===== src/hw/icache_pkg.sv =====
package icache_pkg;

    // ==================
    // Geometry
    // ==================
    localparam int num_ways      = 4;
    localparam int num_sets      = 16;
    localparam int line_words    = 4;
    localparam int offset_bits   = 4;  // Byte offset in a line.
    localparam int index_bits    = 4;
    localparam int tag_bits      = 24;
    localparam int word_sel_bits = 2;  // Word within a line.
    localparam int way_bits      = 2;

    // Maintenance operations.
    localparam logic [1:0] cacop_store_tag = 2'd0;
    localparam logic [1:0] cacop_index_inv = 2'd1;
    localparam logic [1:0] cacop_hit_inv   = 2'd2;

    // FSM state codes.
    localparam logic [2:0] state_idle        = 3'd0;
    localparam logic [2:0] state_lookup      = 3'd1;
    localparam logic [2:0] state_replace     = 3'd2;
    localparam logic [2:0] state_refill      = 3'd3;
    localparam logic [2:0] state_cacop       = 3'd4;
    localparam logic [2:0] state_extra_ready = 3'd5;

    // ==================
    // Types
    // ==================
    typedef struct packed {
        logic [tag_bits-1:0]    tag;
        logic [index_bits-1:0]  index;
        logic [offset_bits-1:0] offset;
    } fetch_addr_t;

    // Index-type cacops name the way in the low bits.
    typedef struct packed {
        logic [tag_bits-1:0]             tag;
        logic [index_bits-1:0]           index;
        logic [offset_bits-way_bits-1:0] unused;
        logic [way_bits-1:0]             way;
    } maint_addr_t;

    typedef union packed {
        fetch_addr_t fetch;
        maint_addr_t maint;
    } icache_addr_u;

    typedef struct packed {
        icache_addr_u addr;
        logic         uncache;
        logic         cacop_en;
        logic [1:0]   cacop_code;
        logic         exception;
    } icache_req_t;

    typedef struct packed {
        logic [31:0] addr;
        logic [7:0]  len;  // Beats minus one.
    } mem_req_t;

    typedef logic [line_words-1:0][31:0] line_t;

    typedef logic [num_ways-1:0] way_mask_t;

endpackage


===== src/hw/icache_req_buffer.sv =====
`timescale 1ns/100ps

module icache_req_buffer
    import icache_pkg::*;
(
    input  logic         clk,
    input  logic         rstn,
    input  logic         rbuf_we,
    input  logic         valid,
    input  logic         cacop_en,
    input  logic         uncache,
    input  logic         exception,
    input  logic [1:0]   cacop_code,
    input  icache_addr_u addr,
    output icache_req_t  req
);

    always_ff @(posedge clk) begin
        if (!rstn) begin
            req.uncache    <= 1'b0;
            req.cacop_en   <= 1'b0;
            req.cacop_code <= cacop_store_tag;
            req.exception  <= 1'b0;
        end else if (rbuf_we) begin
            if (valid || cacop_en) begin
                req.addr       <= addr;
                req.uncache    <= uncache;
                req.cacop_en   <= cacop_en;
                req.cacop_code <= cacop_code;
                req.exception  <= exception;
            end else begin
                // Nothing taken, so no cacop is pending.
                req.cacop_en <= 1'b0;
            end
        end
    end

endmodule


===== config.mk =====
export PLATFORM = sky130hd
export DESIGN_NAME = icache_req_buffer
export DESIGN_NICKNAME = d
export VERILOG_FILES = /design/src/hw/icache_pkg.sv /design/src/hw/icache_req_buffer.sv
export SDC_FILE = /design/constraint.sdc
export NUM_CORES = 1
export LEC_CHECK = 0
export BUFFER_PORTS_ARGS = -buffer_cell sky130_fd_sc_hd__buf_4
export CAP_MARGIN = 20
export CORE_MARGIN = 4
export CORE_UTILIZATION = 36
export DETAILED_ROUTE_END_ITERATION = 6
export GPL_TIMING_DRIVEN = 0
export MAX_ROUTING_LAYER = met4
export PLACE_DENSITY = 0.72
export SYNTH_ARGS = -nofsm -noshare
export SYNTH_HDL_FRONTEND = slang
export SYNTH_SLANG_ARGS = --single-unit

===== constraint.sdc =====
create_clock -name clk -period 2.15 [get_ports clk]
set_input_delay 0.3225 -clock clk [delete_from_list [all_inputs] [get_ports clk]]
set_output_delay 0.3225 -clock clk [all_outputs]
set_load 0.05 [all_outputs]

## After elaboration in Yosys (flattened, before gate mapping)

Cells that the tools add are included.

- Logic and storage cells: 9
- Input bits: 41
- Output and inout bits: 37
- Bits in registers: 37

- Multiplexer cells: 1
- Reduce and logical (&&, ||, !) cells: 3

Operators by type and width:

| kind | number |
|---|---|
| 3-bit AND reduction | 1 |
| 2-bit AND reduction | 1 |
| 1-bit logical OR | 1 |
| 1-bit 2-to-1 mux | 1 |

## Depth between registers and ports, before layout

Gate-level depths: netlist of run 1.

- Depth after elaboration: 2
- Mapped depth: 3
- Mapped depth without buffers: 2

## Worst setup path after synthesis of run 1

Ideal clock, no wire load.

- Path type: in2reg
- From: input port rstn
- To: register req[10] (netlist name) (enable)
- Data required time: 1.729 ns
- Library setup time: 0.421 ns
- Path buffers: 1
- Data arrival time: 1.907 ns
- Setup slack: -0.178 ns
- Cell stages on the path: 3
- Path through: buf_2 inv_1 nor2_1

- Cells in the longest elaborated chain, start to end: 1

Ends and longest elaborated chain:

| element | RTL line | text |
|---|---|---|
| start: declaration | icache_req_buffer.sv:7 | `input logic rstn,` |
| 3-bit AND reduction (no source line) | n/a |  |
| end: declaration | icache_req_buffer.sv:15 | `output icache_req_t req` |

No other way between the ends.
A chain may end at the register's enable or synchronous reset.

## Final worst setup path of run 1

- From: input port rstn
- To: register req[21] (netlist name) (enable)

The elaborated chain is that of the path after synthesis.

==> results of run 1 <==
==> metrics by stage <==
stage	power (W)	util (%)	hold slack, ps	instance area (um2)
after floorplan	0.00104	-	421	1180
after global placement	0.00116	58.5	451	1800
after detailed placement	0.00118	59.4	463	1830
after CTS	0.00163	62.0	136	1910
after global routing	0.00168	62.0	119	1910
final	0.00161	62.0	155	1910
==> report_power, final <==
| group | internal, W | switching [W] |
|---|---|---|
| clock network | 0.000241 | 0.000215 |
| logic | 0.000111 | 0.000203 |
| registers | 0.000829 | 0.0000143 |
==> worst min-delay path by stage <==
stage / slack [ps] / endpoint / startpoint / cells past startpoint
2_1_floorplan: 420 / req[10] / addr[5] / 0
3_3_place_gp: 450 / req[4] / req[4] / 2
3_5_place_dp: 460 / req[4] / req[4] / 2
4_1_cts: 140 / req[36] / addr[31] / 1
5_1_grt: 120 / req[24] / addr[19] / 1
6_report: 150 / req[24] / addr[19] / 1
==> layer usage <==
metal	wire length, um	vias up	part of all wire, %
met5	0	-	0
met1	816	351	31
met4	56	0	2.2
met3	233	6	9.0
met2	1490	39	57
li1	-	372	-
==> cell type report <==
class | count | area (um2)
plain buffers | 1 | 5.00
clock buffers | 5 | 37.5
flip-flops and latches | 37 | 1060
well taps | 44 | 55.1
inverters | 1 | 3.75
multi-input cells | 16 | 106
repair buffers | 77 | 598
clock inverters | 3 | 41.3
fillers | 252 | 1170
==> critical path, stage by stage <==
cell	delay [ps]
sky130_fd_sc_hd__buf_2	160
sky130_fd_sc_hd__inv_1	80
sky130_fd_sc_hd__nor2_2	590
sky130_fd_sc_hd__buf_16	240
==> logic make-up (layout without fill, tap and decap cells) <==
family          count (synthesis)  count (layout)  synth area share (%)
compound gates                  1               1                  1.39
buf+inv                         2              87                 0.746
flops                          37              37                  90.4
mux                             5               5                  4.26
simple gates                   10              10                  3.20
==> synthesized netlist by cell type, drive strengths merged <==
library cell / count / share of area, %
o21ai: 1 / 1.4
edfxtp: 32 / 82
nor2: 2 / 0.64
inv: 1 / 0.32
buf: 1 / 0.43
nand2: 8 / 2.6
mux2i: 5 / 4.3
dfxtp: 5 / 8.5
==> impl_summary.md, run 1 <==
Layout
Compared with the post-synthesis result, the final layout area differs by 62.6%. For this run, the post-layout net count is 180. In the final layout, the registers with the most flip-flops are req: 37 flops. The library cell used most frequently in the layout, excluding fill and tap cells, is sky130_fd_sc_hd__buf_4. The ratio of cells with drive above 1 in the final layout is approximately 62%. The number of antenna diodes in the final layout is 0. The register with the most flip-flops is req. The library cells used most frequently in the layout, excluding fill and tap cells, are 76 x sky130_fd_sc_hd__buf_4, 32 x sky130_fd_sc_hd__edfxtp_1, 8 x sky130_fd_sc_hd__nand2_1. The finished layout holds 184 standard cells, fillers aside.

The number of flip-flops under the largest register name is 37.

Critical path
The flop-to-flop setup slack is approximately 1500 ps. The worst setup path startpoint is rstn. STA classifies the critical path endpoint as a flip-flop. Of all nets on the critical path, the largest fanout is 20. Data on the critical path arrives at its endpoint at ~1400 ps.

The required time at the endpoint of the critical path is 2200 ps. The classification of the worst setup path is in -> reg. The worst register-to-register path begins at req[0]. The cell count of the worst reg-to-reg path is 2. The startpoint type of the worst setup path is an input pin. The critical path ends at req[21]. The endpoint of the most critical register-to-register path is req[0].

Run status
The flow ran to the end, and the final reports show no timing, DRC or antenna violations.

Timing
Subtracting the final worst setup slack from the clock period gives approximately 1400 ps. The final count of hold timing violations is 0. Setup violations remaining at the end of the flow were counted as 0. In the finished design, the share of the clock period the worst path needs comes to a little over three fifths. The number of pins with negative max-slew slack in the final report was 0.

Setup repair after global routing left no endpoint under its margin. Static timing analysis puts the maximum clock frequency at approximately 740 MHz. For the final routed database, the setup TNS stands at 0 ps.

Across all setup checks in the final design, the least slack found is 790 ps. At the pin with the least slew margin, the transition time is ~740 ps. The final setup skew is 0 ps. In this run the tightest slew margin relative to its limit is 50.3%.

Power
For this design the static power due to leakage is 0.819 nW. IR analysis of the VDD net gives a maximum drop of approximately 0.00053 V. The power per cell area is between 800 and 900 nW/um2.

Clocking
TritonCTS built the clock tree. The number of buffers inserted by hold repair at cts is 0. For this design, the sink count on the clock tree is 37. The number of setup buffers added after CTS is 0. The longest clock path from root to sink contains 2 buffers. Clock-pin slew was measured on the worst setup and hold paths at approximately 110 ps. The H-tree generated during clock tree synthesis spans 2 levels.

The clock reaches the later pin of the worst-skew pair after approximately 330 ps. The number of buffers added by the clock tree synthesis step is 5. The number of gates given a new drive strength after cts is 0. The CTS root buffer is sky130_fd_sc_hd__clkbuf_4.

Global routing
The global-route wire length before repair is 3740 um. For this run, global-route usage on met1 was measured as between 10% and 20%. In the global route stage, met3 resource usage came out at under 10%. In the global route stage, met2 resource usage came out at a little under a quarter. Entering global routing, the biggest net connects 21 pins. The overall overflow remaining after global route is 0. The highest-utilization routing layer at the global route stage is met2. The number of global-route vias before repair is roughly 870. Across every metal layer, demand over resource in global routing totals roughly an eighth. The number of antenna violations at the first check in global routing is 0.

Floorplan
The total area inside the core boundary comes to ~3100 um2. The area of the die is ~4200 um2. Pin placement for this block handled 78 I/O pins. The starting density of the core is 38.1%. The die is between 60 and 70 um tall. Measured along the x axis, the die boundary spans ~65 um. In this run the core area contains 20 standard-cell rows.

Synthesis
A synthesized cell averages 21.3 um2. The share of synthesized area occupied by flip-flops and latches is 90.4%. The area of the mapped netlist is roughly 1200 um2. Synthesis produced 55 cells. The count of cell types in the netlist is 8. The count of yosys warnings during synthesis is 0. The number of nets in the synthesized netlist is 96. The synthesized flop and latch total is 37.

Route
The count of TritonRoute iterations in the first routing pass is 3. After detailed routing, the average wire length per cell comes to about 14 um. Summed over all layers, the routed wires come to between 2000 and 3000 um. The count of unresolved DRC violations after routing is 0. The vias after detailed routing is ~770.

The first routing iteration left 18 violations. The detail route stage leaves a number of antenna-violating nets equal to 0. After detailed routing, the number of vias per cell comes to ~4.2.

Place
The post-place setup slack is slightly below 400 ps. Including well taps, the total number of placed cells is between 150 and 200. The half-perimeter wire length after placement is 2120 um. Routability-driven placement finished with a final weighted congestion of between 0.6 and 0.7. The number of input and output port buffers inserted is 76.

Min path
The type of the tightest min-delay check is in -> reg.

Flow run
The tool flagged a number of max-cap violations equal to 0.
Power figures use the tool's default switching activity.
==> run 2: changes to the inputs <==
clock period = 1.2 ns   (was 2.15 ns; I/O delays follow)
==> run 2 against run 1 <==
Against the previous run:
- highest routed layer unchanged
- clock-buffer cell count is the same
- register-to-register slack lost 930 ps
- clock power grew 36%
- setup slack lost 710 ps
- power grew 72%
- routed wire length grew 14%
- non-clock buffer count grew 31
- combinational power grew 110%
- final cell count grew 17%
- sequential cell count is the same
- sequential power grew 79%
- die area is the same
- largest cell class unchanged
- critical path type is now reg -> out
==> impl_summary.md, run 2 (synthesis gave the netlist of run 1 again) <==
Run status
Run status: finished, final reports clean (unchanged).

Floorplan
The overall die width came to 65.1 um (unchanged). The count of boundary I/O pins is 78 (unchanged). The floorplan row count came to 20 (unchanged).

The area of the die is 4240 um2 (unchanged). The starting density of the core is 38.1% (unchanged). The area of the core region came to 3080 um2 (unchanged). The chip height is 65.1 um (unchanged).

Clocking
The clock-pin slew on the worst setup and hold paths is 110 ps (about the same). The CTS root buffer is sky130_fd_sc_hd__clkbuf_4 (unchanged). The maximum level of the CTS H-tree was 2 (unchanged).

The clock latency of the later-clocked register in the worst-skew pair came to 320 ps (was 330 ps). The maximum count of clock buffers along a single path is 2 (unchanged). The sink count of the clock tree is 37 (unchanged). The CTS tree is done (unchanged). The number of setup buffers added after CTS was 0 (unchanged). The number of buffers added by the clock tree synthesis step is 5 (unchanged).

Critical path
The family of cells with the greatest summed delay on the critical path is flip-flops (was simple AND/OR/NAND/NOR gates). The critical path arrival is 940 ps (was 1410 ps). The maximum fanout along the worst path is 1 (was 20). The endpoint of the most critical register-to-register path is req[4] (was req[0]). The cell with the biggest individual delay on the critical path is sky130_fd_sc_hd__edfxtp_1 (was sky130_fd_sc_hd__nor2_2). The flop-to-flop setup slack was 610 ps (was 1540 ps). The classification of the worst setup path was reg -> out (was in -> reg).

Critical path, cell by cell: buf_4 (was buf_2 -> inv_1 -> nor2_2 -> buf_16). The endpoint type of the worst setup path is an output port (was flip-flop). The buffers plus inverters on the worst setup path is 1 (was 3).

The required time at the endpoint of the critical path is 1020 ps (was 2200 ps). The beginning of the worst register-to-register path is req[4] (was req[0]). The maximum cell stage delay along the critical path is 410 ps (was 590 ps). The startpoint type of the worst setup path is a flip-flop (was input pin). The cell count of the worst reg-to-reg path is 2 (unchanged).

Layout
The sequential cell area in the final layout is 1060 um2 (unchanged). The number of flip-flops under the largest register name came to 37 (unchanged). The register with the most flip-flops is req (unchanged). The layout overhead on the synthesized area was 86.8% (was 62.6%). The number of antenna cells inserted came to 0 (unchanged). The final cell count without fillers is 215 (was 184). Commonest non-fill, non-tap cells in the layout: 76 x sky130_fd_sc_hd__buf_4, 32 x sky130_fd_sc_hd__dlygate4sd3_1, 32 x sky130_fd_sc_hd__edfxtp_1 (was 76 x sky130_fd_sc_hd__buf_4, 32 x sky130_fd_sc_hd__edfxtp_1, 8 x sky130_fd_sc_hd__nand2_1).

The final-stage net count is 211 (was 180). The ratio of cells with drive above 1 in the final layout came to 50.9% (was 62.1%). The multi-input logic area is 111 um2 (was 106 um2). Top flop regs: req: 37 flops (unchanged). The fill cell total of the finished layout is 210 (was 252). The leading cell type in the layout, fill and taps excluded is sky130_fd_sc_hd__buf_4 (unchanged).

Timing
The worst hold slack after final layout was 95.5 ps (was 155 ps). The upper clock frequency limit is around 890 MHz. The number of pins with negative max-slew slack in the final report is 0 (unchanged). The final setup skew is 0 ps (unchanged). The slew at the pin closest to its max-slew limit was 870 ps (was 744 ps). The worst path uses a little over nine tenths of the clock period.

The number of setup violations in the final report is 0 (unchanged). The final count of hold timing violations came to 0 (unchanged). The max-slew headroom at the worst pin was 41.9% (was 50.3%).

Counting I/O delays and the setup requirement, the final critical path takes 1120 ps. RSZ-0062 raised after global routing: false (unchanged).

Route
The detailed-route wire length on metal 1 is 1110 um (was 816 um). The detail-routed net length per standard cell is 13.8 um (was 14.1 um). The detail-routed via count per cell is 4.15 (was 4.17). The met2 wire length is 1520 um (was 1490 um). The count of unresolved DRC violations after routing is 0 (unchanged). The wire length on met3 was 291 um (was 233 um).

The top routing layer in use is met4 (unchanged). The number of nets with antenna violations after routing is 0 (unchanged). The vias after detailed routing is 892 (was 768). The initial detailed-routing violation count is 28 (was 18).

The routed wire length was 2960 um (was 2590 um). The count of TritonRoute iterations in the first routing pass came to 4 (was 3).

Global routing
The overall overflow remaining after global route is 0 (unchanged). The maximum number of pins on one net before global-route repair came to 33 (was 21). The global-route wire length before repair is 3860 um (was 3740 um).

The number of global-route vias before repair came to 809 (was 867). The global-route usage over all layers was 12.7% (was 12.8%). The number of antenna violations at the first check in global routing is 0 (unchanged).

Place
The number of input and output port buffers inserted is 76 (unchanged). The cell count after placement came to 175 (was 176). The final RePlAce weighted congestion is 0.669 (was 0.691). The half-perimeter wire length after placement is 1850 um (was 2120 um).

Min path
The cell depth of the worst hold path was 3 (was 1). The endpoint with the worst hold slack is req[1] (was req[24]). The type of the tightest min-delay check is in -> reg (unchanged).

The launch point of the worst hold path is cacop_code[0] (was addr[19]).

Power
The power per cell area came to 1270 nW/um2 (was 846 nW/um2). The leakage power total is 0.937 nW (was 0.819 nW). The design internal power is 0.00197 W (was 0.00118 W).

The share of power burned in the clock network is 22.3% (was 28.2%). The part of the total power dissipated in sequential elements is 54.4% (was 52.3%). The power dissipated by switching net loads is 0.000806 W (was 0.000433 W).

The fraction of power spent switching nets was 29.0% (was 26.8%). The maximum vdd drop is 0.000652 V (was 0.000532 V). The relative contribution of combinational cells to total power is 23.3% (was 19.5%).

Flow run
The count of maximum capacitance violations was 0 (unchanged).
[run 2: metal layers]
metal | GRT usage (%) | vias to the layer above
li1 | - | 433
met1 | 13.0 | 398
met2 | 19.9 | 57
met3 | 7.86 | 4
met4 | 4.92 | 0
met5 | - | -
[run 2: repair_timing]
action | 4_1_cts | 5_1_grt
endpoints found under the hold margin | 7 | 25
gates resized for setup | 0 | 0
hold buffers | 7 | 25
[run 2: power by group through the flow]
| stage | Sequential [W] | Clock, W | Combinational, W |
|---|---|---|---|
| 3_3_place_gp | 0.00154 | 0 | 0.000556 |
| 5_1_grt | 0.00152 | 0.000721 | 0.000674 |
| 3_5_place_dp | 0.00154 | 0 | 0.000563 |
| 4_1_cts | 0.00151 | 0.000653 | 0.000582 |
| 2_1_floorplan | 0.00182 | 0 | 0.0000478 |
| 6_report | 0.00151 | 0.000618 | 0.000646 |
[run 2: area by class of cell]
| cell class | count | share of cell area [%] |
|---|---|---|
| Clock buffer | 5 | 1.71 |
| Timing Repair Buffer | 108 | 40.6 |
| Sequential cell | 37 | 48.4 |
| Tap cell | 44 | 2.51 |
| Multi-Input combinational cell | 16 | 5.08 |
| Buffer | 1 | 0.685 |
| Inverter | 1 | 0.171 |
| Clock inverter | 3 | 0.799 |
[run 2: per-stage QoR]
step	power, W	worst slack [ps]	setup TNS, ps	utilization, %	instance area [um2]
floorplan	0.00187	3.74	0	-	1190
global placement	0.00209	-255	-8120	59.0	1820
detailed placement	0.00210	-300	-9540	59.0	1820
CTS	0.00274	57.3	0	63.1	1940
global route	0.00292	15.9	0	71.2	2190
finish	0.00278	75.7	0	71.2	2190
[run 2: how the worst max path moves through the flow]
stage,startpoint,endpoint,depth (start not counted)
2_1_floorplan,rstn,req[10],3
3_3_place_gp,cacop_en,req[30],3
3_5_place_dp,rbuf_we,req[14],3
4_1_cts,req[13],req[13],1
5_1_grt,req[32],req[32],1
6_report,req[24],req[24],1
